<file path="config.mk">
export PLATFORM = sky130hd
export DESIGN_NAME = uart_echo_fpga_wrapper
export DESIGN_NICKNAME = d
export VERILOG_FILES = /design/src/logic/soc_pkg.sv /design/src/logic/uart_pkg.sv /design/src/logic/byte_fifo_if.sv /design/src/logic/uart_rx.sv /design/src/logic/byte_fifo.sv /design/src/logic/uart_tx.sv /design/src/logic/uart_echo_fpga_wrapper.sv
export VERILOG_INCLUDE_DIRS = /design/src /design/src/logic
export SDC_FILE = /design/constraint.sdc
export NUM_CORES = 1
export LEC_CHECK = 0
export ABC_AREA = 1
export BUFFER_PORTS_ARGS = -buffer_cell sky130_fd_sc_hd__buf_4
export CORE_ASPECT_RATIO = 1.4
export CORE_UTILIZATION = 50
export CTS_CLUSTER_DIAMETER = 30
export DETAILED_ROUTE_END_ITERATION = 8
export GPL_ROUTABILITY_DRIVEN = 0
export GPL_TIMING_DRIVEN = 0
export PLACE_DENSITY = 0.71
export REMOVE_ABC_BUFFERS = 1
export SKIP_LAST_GASP = 1
export SLEW_MARGIN = 15
export SYNTH_ARGS = -nofsm -noshare
export SYNTH_HDL_FRONTEND = slang
export SYNTH_SLANG_ARGS = --single-unit
export TNS_END_PERCENT = 50
</file>
<file path="constraint.sdc">
create_clock -name clk_i -period 3.2 [get_ports clk_i]
set_input_delay 0.16 -clock clk_i [delete_from_list [all_inputs] [get_ports clk_i]]
set_output_delay 0.16 -clock clk_i [all_outputs]
set_load 0.05 [all_outputs]
</file>
<file path="src/logic/soc_consts.svh">
`ifndef SOC_CONSTS_SVH
`define SOC_CONSTS_SVH

// ------------------------------
// Serial bit timing
// ------------------------------

// Clock cycles per serial bit, start and stop bits included
`define SOC_CLKS_PER_BIT 8

// ------------------------------
// Echo buffer sizing
// ------------------------------

// 3 gives an 8-entry FIFO
`define SOC_FIFO_DEPTH_LOG2 3

// Serial payload width, one byte per frame
`define SOC_DATA_W 8

`endif

</file>
<file path="src/logic/soc_pkg.sv">
`default_nettype none

`include "soc_consts.svh"

package soc_pkg;

   // One serial payload byte
   typedef logic [`SOC_DATA_W-1:0] byte_t;

   // First reason the subsystem trapped
   typedef enum logic [1:0] {
      TRAP_NONE     = 2'd0,
      TRAP_FRAMING  = 2'd1,  // Stop bit sampled low
      TRAP_OVERFLOW = 2'd2   // Byte written into a full FIFO
   } trap_cause_t;

endpackage

`default_nettype wire

</file>
<file path="src/logic/uart_pkg.sv">
`default_nettype none

package uart_pkg;

   // ------------------------------
   // Receiver FSM
   // ------------------------------
   typedef enum logic [1:0] {
      RX_IDLE  = 2'd0,  // Waiting for a falling edge
      RX_START = 2'd1,  // Confirming start bit at its midpoint
      RX_DATA  = 2'd2,  // Shifting in data bits, LSB first
      RX_STOP  = 2'd3   // Checking the stop bit
   } rx_state_t;

   // ------------------------------
   // Transmitter FSM
   // ------------------------------
   typedef enum logic [1:0] {
      TX_IDLE  = 2'd0,  // Line held high
      TX_START = 2'd1,  // Driving the start bit
      TX_DATA  = 2'd2,  // Driving data bits, LSB first
      TX_STOP  = 2'd3   // Driving the stop bit
   } tx_state_t;

endpackage

`default_nettype wire

</file>
<file path="src/logic/byte_fifo_if.sv">
`timescale 1ns/1ps
`default_nettype none

interface byte_fifo_if;
   import soc_pkg::*;

   logic  wr_en;    // One-cycle write strobe
   byte_t wr_data;
   logic  rd_en;    // Pops the head entry
   byte_t rd_data;  // Head entry, valid while not empty
   logic  empty;

   // Receiver side, never looks at fullness
   modport producer (
      output wr_en,
      output wr_data
   );

   // Storage side
   modport buffer (
      input  wr_en,
      input  wr_data,
      input  rd_en,
      output rd_data,
      output empty
   );

   // Transmitter side
   modport consumer (
      output rd_en,
      input  rd_data,
      input  empty
   );

endinterface

`default_nettype wire

</file>
<file path="src/logic/uart_rx.sv">
`timescale 1ns/1ps
`default_nettype none

`include "soc_consts.svh"

module uart_rx (
   input  logic          clk_i,
   input  logic          rst_n_i,
   input  logic          rxd_i,
   byte_fifo_if.producer fifo,
   output logic          frame_err_o
);
   import soc_pkg::*;
   import uart_pkg::*;

   localparam int unsigned CLKS_PER_BIT = `SOC_CLKS_PER_BIT;
   localparam int unsigned HALF_BIT     = CLKS_PER_BIT / 2;
   localparam int unsigned CNT_W        = $clog2(CLKS_PER_BIT);
   localparam int unsigned DATA_W       = $bits(byte_t);
   localparam int unsigned IDX_W        = $clog2(DATA_W);

   logic             rxd_meta;
   logic             rxd_sync;
   logic             rxd_prev;   // For falling edge detection
   rx_state_t        state_q;
   logic [CNT_W-1:0] cnt_q;
   logic [IDX_W-1:0] bit_idx_q;
   byte_t            shift_q;
   logic             half_done;
   logic             bit_done;
   logic             stop_tick;

   // ------------------------------
   // Input synchronizer
   // ------------------------------
   always_ff @(posedge clk_i or negedge rst_n_i) begin
      if (!rst_n_i) begin
         rxd_meta <= 1'b1;  // Idle line is high
         rxd_sync <= 1'b1;
         rxd_prev <= 1'b1;
      end else begin
         rxd_meta <= rxd_i;
         rxd_sync <= rxd_meta;
         rxd_prev <= rxd_sync;
      end
   end

   assign half_done = (cnt_q == CNT_W'(HALF_BIT - 1));
   assign bit_done  = (cnt_q == CNT_W'(CLKS_PER_BIT - 1));

   // ------------------------------
   // Frame FSM
   // ------------------------------
   always_ff @(posedge clk_i or negedge rst_n_i) begin
      if (!rst_n_i) begin
         state_q   <= RX_IDLE;
         cnt_q     <= '0;
         bit_idx_q <= '0;
      end else begin
         case (state_q)
            RX_IDLE: begin
               cnt_q <= '0;
               // Only a high-to-low edge starts a frame, so a low stop bit
               // does not retrigger
               if (rxd_prev && !rxd_sync) state_q <= RX_START;
            end
            RX_START: begin
               if (half_done) begin
                  cnt_q     <= '0;
                  bit_idx_q <= '0;
                  state_q   <= rxd_sync ? RX_IDLE : RX_DATA;  // High here is a glitch
               end else begin
                  cnt_q <= cnt_q + 1'b1;
               end
            end
            RX_DATA: begin
               if (bit_done) begin
                  cnt_q     <= '0;
                  bit_idx_q <= bit_idx_q + 1'b1;
                  if (bit_idx_q == IDX_W'(DATA_W - 1)) state_q <= RX_STOP;
               end else begin
                  cnt_q <= cnt_q + 1'b1;
               end
            end
            RX_STOP: begin
               if (bit_done) begin
                  cnt_q   <= '0;
                  state_q <= RX_IDLE;
               end else begin
                  cnt_q <= cnt_q + 1'b1;
               end
            end
            default: state_q <= RX_IDLE;
         endcase
      end
   end

   // LSB arrives first, so shift in from the top
   always_ff @(posedge clk_i) begin
      if (state_q == RX_DATA && bit_done) shift_q <= {rxd_sync, shift_q[DATA_W-1:1]};
   end

   // Stop bit midpoint decides between write and error
   assign stop_tick   = (state_q == RX_STOP) && bit_done;
   assign fifo.wr_en  = stop_tick && rxd_sync;
   assign fifo.wr_data = shift_q;
   assign frame_err_o = stop_tick && !rxd_sync;

endmodule

`default_nettype wire

</file>
<file path="src/logic/byte_fifo.sv">
`timescale 1ns/1ps
`default_nettype none

`include "soc_consts.svh"

module byte_fifo (
   input  logic        clk_i,
   input  logic        rst_n_i,
   byte_fifo_if.buffer fifo,
   output logic        overflow_o
);
   import soc_pkg::*;

   localparam int unsigned PTR_W = `SOC_FIFO_DEPTH_LOG2;
   localparam int unsigned DEPTH = 1 << PTR_W;

   byte_t            mem [DEPTH];
   logic [PTR_W-1:0] wr_ptr_q;
   logic [PTR_W-1:0] rd_ptr_q;
   logic [PTR_W:0]   count_q;    // 0 to DEPTH inclusive
   logic             full;
   logic             do_wr;
   logic             do_rd;

   assign full       = count_q[PTR_W];  // Top bit set only at DEPTH
   assign fifo.empty = (count_q == '0);
   assign do_wr      = fifo.wr_en && !full;
   assign do_rd      = fifo.rd_en && !fifo.empty;
   assign overflow_o = fifo.wr_en && full;  // Byte is dropped

   // First-word fall-through
   assign fifo.rd_data = mem[rd_ptr_q];

   always_ff @(posedge clk_i) begin
      if (do_wr) mem[wr_ptr_q] <= fifo.wr_data;
   end

   // ------------------------------
   // Pointers and occupancy
   // ------------------------------
   always_ff @(posedge clk_i or negedge rst_n_i) begin
      if (!rst_n_i) begin
         wr_ptr_q <= '0;
         rd_ptr_q <= '0;
         count_q  <= '0;
      end else begin
         if (do_wr) wr_ptr_q <= wr_ptr_q + 1'b1;  // Wraps at DEPTH
         if (do_rd) rd_ptr_q <= rd_ptr_q + 1'b1;
         case ({do_wr, do_rd})
            2'b10:   count_q <= count_q + 1'b1;
            2'b01:   count_q <= count_q - 1'b1;
            default: count_q <= count_q;        // Both or neither
         endcase
      end
   end

endmodule

`default_nettype wire

</file>
<file path="src/logic/uart_tx.sv">
`timescale 1ns/1ps
`default_nettype none

`include "soc_consts.svh"

module uart_tx (
   input  logic          clk_i,
   input  logic          rst_n_i,
   input  logic          cts_i,
   byte_fifo_if.consumer fifo,
   output logic          txd_o
);
   import soc_pkg::*;
   import uart_pkg::*;

   localparam int unsigned CLKS_PER_BIT = `SOC_CLKS_PER_BIT;
   localparam int unsigned CNT_W        = $clog2(CLKS_PER_BIT);
   localparam int unsigned DATA_W       = $bits(byte_t);
   localparam int unsigned IDX_W        = $clog2(DATA_W);

   tx_state_t        state_q;
   logic [CNT_W-1:0] cnt_q;
   logic [IDX_W-1:0] bit_idx_q;
   byte_t            shift_q;
   logic             bit_done;

   assign bit_done = (cnt_q == CNT_W'(CLKS_PER_BIT - 1));

   // Pop only between frames, so cts_i low never cuts a frame short
   assign fifo.rd_en = (state_q == TX_IDLE) && !fifo.empty && cts_i;

   // ------------------------------
   // Frame FSM
   // ------------------------------
   always_ff @(posedge clk_i or negedge rst_n_i) begin
      if (!rst_n_i) begin
         state_q   <= TX_IDLE;
         cnt_q     <= '0;
         bit_idx_q <= '0;
         txd_o     <= 1'b1;
      end else begin
         if (state_q != TX_IDLE) cnt_q <= bit_done ? '0 : cnt_q + 1'b1;
         case (state_q)
            TX_IDLE: begin
               cnt_q <= '0;
               if (fifo.rd_en) begin
                  bit_idx_q <= '0;
                  txd_o     <= 1'b0;  // Start bit from the next cycle
                  state_q   <= TX_START;
               end
            end
            TX_START: begin
               if (bit_done) begin
                  txd_o   <= shift_q[0];
                  state_q <= TX_DATA;
               end
            end
            TX_DATA: begin
               if (bit_done) begin
                  bit_idx_q <= bit_idx_q + 1'b1;
                  if (bit_idx_q == IDX_W'(DATA_W - 1)) begin
                     txd_o   <= 1'b1;  // Stop bit
                     state_q <= TX_STOP;
                  end else begin
                     txd_o <= shift_q[0];
                  end
               end
            end
            TX_STOP: if (bit_done) state_q <= TX_IDLE;
            default: state_q <= TX_IDLE;
         endcase
      end
   end

   // Capture on pop, then shift out LSB first
   always_ff @(posedge clk_i) begin
      if (fifo.rd_en) begin
         shift_q <= fifo.rd_data;
      end else if (bit_done && (state_q == TX_START || state_q == TX_DATA)) begin
         shift_q <= shift_q >> 1;
      end
   end

endmodule

`default_nettype wire

</file>
<file path="src/logic/uart_echo_fpga_wrapper.sv">
`timescale 1ns/1ps
`default_nettype none

module uart_echo_fpga_wrapper (
   // User clock and board reset
   input  logic clk_i,
   input  logic rst_n_i,

   // UART pins
   input  logic rxd_i,
   input  logic cts_i,
   output logic txd_o,

   output logic trap_o
);
   import soc_pkg::*;

   logic        rst_meta_q;
   logic        rst_n;       // Inner reset, released synchronously
   logic        frame_err;
   logic        overflow;
   trap_cause_t trap_cause_q;

   byte_fifo_if fifo_if ();

   // ------------------------------
   // Reset synchronizer
   // ------------------------------
   always_ff @(posedge clk_i or negedge rst_n_i) begin
      if (!rst_n_i) begin
         rst_meta_q <= 1'b0;
         rst_n      <= 1'b0;
      end else begin
         rst_meta_q <= 1'b1;
         rst_n      <= rst_meta_q;
      end
   end

   // ------------------------------
   // Sticky trap
   // ------------------------------
   always_ff @(posedge clk_i or negedge rst_n) begin
      if (!rst_n) begin
         trap_cause_q <= TRAP_NONE;
      end else if (trap_cause_q == TRAP_NONE) begin
         // Framing wins if both hit in one cycle
         if (frame_err)     trap_cause_q <= TRAP_FRAMING;
         else if (overflow) trap_cause_q <= TRAP_OVERFLOW;
      end
   end

   assign trap_o = (trap_cause_q != TRAP_NONE);

   // Receiver feeds the FIFO, transmitter drains it
   uart_rx uart_rx_i (
      .clk_i      (clk_i),
      .rst_n_i    (rst_n),
      .rxd_i      (rxd_i),
      .fifo       (fifo_if.producer),
      .frame_err_o(frame_err)
   );

   byte_fifo byte_fifo_i (
      .clk_i     (clk_i),
      .rst_n_i   (rst_n),
      .fifo      (fifo_if.buffer),
      .overflow_o(overflow)
   );

   uart_tx uart_tx_i (
      .clk_i  (clk_i),
      .rst_n_i(rst_n),
      .cts_i  (cts_i),
      .fifo   (fifo_if.consumer),
      .txd_o  (txd_o)
   );

endmodule

`default_nettype wire

</file>
==> key figures <==
Setup path
  – CP Launch Type: flop
  – Reg2reg setup slack: 0.40 ns
  – Arr. time, crit path: 3.09 ns
  – R2R Path Start: uart_tx_i.state_q[0]
  – Critical path startpoint: uart_tx_i.state_q[0]
  – Max Fanout on Critical Path: 13
  – Crit. End Element: flop
  – Worst Reg-to-Reg Cells: 14
  – Kind of critical path: flop to flop
  – Req. time, crit path: about 3.5 ns

Logic synthesis
  – Asr flop ratio synth: between 20 and 30%
  – Synth area leader: edfxtp_1
  – Mapped Area: slightly below 5000 um2
  – Ys Warns: 0
  – Number of flops mapped to enable cells by yosys: 80
  – Sequential area share after synthesis: approximately two thirds
  – Mux contribution to synthesized area: 0%
  – Synth Area per Inst: 11.1 um2
  – Largest family of logic cells by synthesized area: simple AND/OR/NAND/NOR gates
  – Synth top area cells: edfxtp_1 (48%), dfrtp_1 (15%), ha_1 (6.3%), nor2_1 (6.3%), nand2_1 (5.5%)
  – Simple-gate portion of the synthesized area: ~17%
  – Syn Inst Count: 446
  – Compound-Gate Fraction of Synth Area: between 5 and 6%
  – Synth Area in XOR/XNOR: around 1.1%
  – Synthesized flop and latch total: 114
  – Count of cell types in the netlist: 33
  – Adder-Cell Fraction of Synth Area: approximately 6.3%
  – Prevailing post-synth register cell: edfxtp_1
  – Yosys top cell area share: between 40% and 50%

Global routing
  – GRT met3 Usage: ~6.1%
  – Met2 GRT Util: approximately a third
  – Global-route wire length before repair: 15100 um
  – Total grt overflow: 0
  – Largest net degree at the start of global routing: 35
  – Total global-route track usage: between 10% and 20%
  – Vias in the first global route: ~3300
  – Met1 Use GR: ~21%
  – Initial antenna violation count: 0
  – Busiest grt layer: met2

Clock network
  – CTS buffer count: 17
  – TritonCTS Sinks: 114
  – H-tree Lvls: 4
  – Root Buffer: clkbuf_16
  – Post-CTS sizing: 0
  – CTS tree: built
  – Clk_lat worst skew: between 0.4 and 0.5 ns
  – Bufs on Longest Clock Path: 2
  – Worst-path clk slew: approximately 0.050 ns

STA
  – Worst Tran Pin Value: just over 0.8 ns
  – Hold Violations, Final: 0
  – Slew Viols, Final: 0
  – RSZ-0062 raised after global routing: no
  – Setup TNS: 0 ns
  – Final worst slack: ~0.4 ns
  – Post-route minimum period: between 2 and 3 ns
  – Final setup fails: 0
  – Final Skew: between 0.008 and 0.009 ns
  – FMAX: 0.357 GHz
  – Period utilization: 87.5%
  – Max-slew headroom: a little under half

Route
  – Final WL: between 9000 and 10000 um
  – DR iter-0 viols: between 200 and 250
  – DR DRC count: 0
  – Via/cell ratio: 5.22
  – Routed Antenna Nets: 0
  – Vias: around 3100
  – Detailed Routing Iterations Pass 1: 4
  – WL per Instance: roughly 15 um

Pwr
  – VDD IR max: roughly 0.00042 V
  – Pleak: 2.32 nW
  – Power per cell area: slightly below 900 nW/um2

Floorplan
  – Top Ports: 6
  – Die Y: ~120 um
  – Starting Density: just over 50%
  – DIE AREA: between 10000 and 15000 um2
  – Std cell rows: between 40 and 50
  – Core region area: around 9600 um2
  – Die width: roughly 86 um

Finish
  – Area Growth Syn to Fin: 14.4%
  – Fill cell count: about 780
  – Antenna cell count: 0
  – Final instance area: approximately 5700 um2
  – Nets: ~500
  – Finished Core Util: about 59%
  – Most common cell after layout, fill and taps aside: nor2_1
  – Most frequent cells in the layout: nor2_1 (83), edfxtp_1 (80), nand2_1 (72)
  – Layout cell share with drive strength beyond 1: 10.6%

Placement
  – DP Worst Slack: around 0.41 ns
  – Area after DPL: 5080 um2
  – Port Buffers: 5
  – DP Wirelength: 5920 um

Flow run
  – Max_cap viols: 0

Outcome
  – Status: completed

Worst hold path
  – Hold Crit Class: input port to async pin
-- final timing paths --
path,end
min in group clk_i,byte_fifo_i.rd_ptr_q[0]
setup / recovery,byte_fifo_i.count_q[2]
hold / removal,rst_n
setup reg to reg,byte_fifo_i.count_q[2]
hold reg to reg,uart_rx_i.bit_idx_q[0]
max in group asynchronous,byte_fifo_i.rd_ptr_q[0]
-- layer usage --
layer  up-vias  part of all wire (%)
met5         -                     0
met4         0                   2.4
met3        19                   4.1
met2        81                    53
met1      1522                    40
li1       1522                     -
-- metrics by stage --
step / power, mW / hold WS, ns / instances
after floorplan: 2.85 / -0.136 / 431
after global placement: 3.13 / -0.0575 / 568
after detailed placement: 3.21 / -0.0567 / 568
after CTS: 4.97 / 0.0526 / 602
after global routing: 5.24 / 0.0591 / 602
final: 4.95 / 0.0657 / 602
-- power by group --
part | switching [mW] | internal (mW)
logic | 0.761 | 0.442
clock network | 0.606 | 1.16
registers | 0.236 | 1.75
total | 1.60 | 3.35
-- worst max-delay path: stages, from the launching register on --
cell	delay (ns)
dfrtp_1	0.42
inv_1	0.14
ha_1	0.29
nand2_1	0.08
clkinv_1	0.06
nand2_2	0.14
inv_1	0.38
ha_1	0.34
nand2_1	0.07
inv_1	0.09
nor2_1	0.07
ha_1	0.18
a21oi_1	0.16
xor2_1	0.17
o21ai_0	0.09
-- cells in the mapped netlist (3+ instances only) --
| master | number |
|---|---|
| xnor2_1 | 3 |
| ha_1 | 25 |
| edfxtp_1 | 80 |
| xor2_1 | 3 |
| nand2_1 | 72 |
| o21ai_1 | 4 |
| nand2_2 | 3 |
| o21bai_1 | 3 |
| nand3_1 | 29 |
| dfstp_2 | 4 |
| buf_4 | 3 |
| buf_2 | 8 |
| inv_1 | 28 |
| dfrtp_1 | 30 |
| nor3_1 | 5 |
| o21ai_0 | 40 |
| nor2_1 | 83 |
| a21oi_1 | 3 |
-- sequential cells by signal (all words and copies together), names as in the netlist, 3 cells and up --
| register | count |
|---|---|
| uart_rx_i.cnt_q | 3 |
| byte_fifo_i.count_q | 4 |
| uart_rx_i.fifo.wr_data | 8 |
| byte_fifo_i.mem | 64 |
| uart_tx_i.bit_idx_q | 3 |
| uart_rx_i.bit_idx_q | 3 |
| byte_fifo_i.wr_ptr_q | 3 |
| uart_tx_i.shift_q | 8 |
| byte_fifo_i.rd_ptr_q | 3 |
| uart_tx_i.cnt_q | 3 |
-- final cells by class --
type | count | area (um2) | share of cell area [%]
clock buffer | 25 | 505 | 8.92
clock inverter | 7 | 56.3 | 0.994
inverter | 32 | 120 | 2.12
multi-input combinational | 285 | 1500 | 26.5
sequential | 114 | 3260 | 57.5
tap | 132 | 165 | 2.91
timing repair buffer | 7 | 57.6 | 1.02
-- logic make-up (layout without fill, tap and decap cells) --
kind of cell             after synthesis  in the layout
AND/OR/NAND/NOR                      198            198
adder cells (fa/ha/maj)               25             25
AO/OA/AOI/OAI                         55             55
XOR/XNOR                               6              6
buffers and inverters                 47             71
flip-flops                           114            114
other                                  1              1
-- what timing repair did --
| item | CTS | global route |
|---|---|---|
| buffers inserted | 0 | 0 |
| hold buffers | 2 | 0 |
| hold endpoints to repair | 3 | 0 |
| setup endpoints to repair | 0 | 0 |
(Power assumes the default switching activity.)
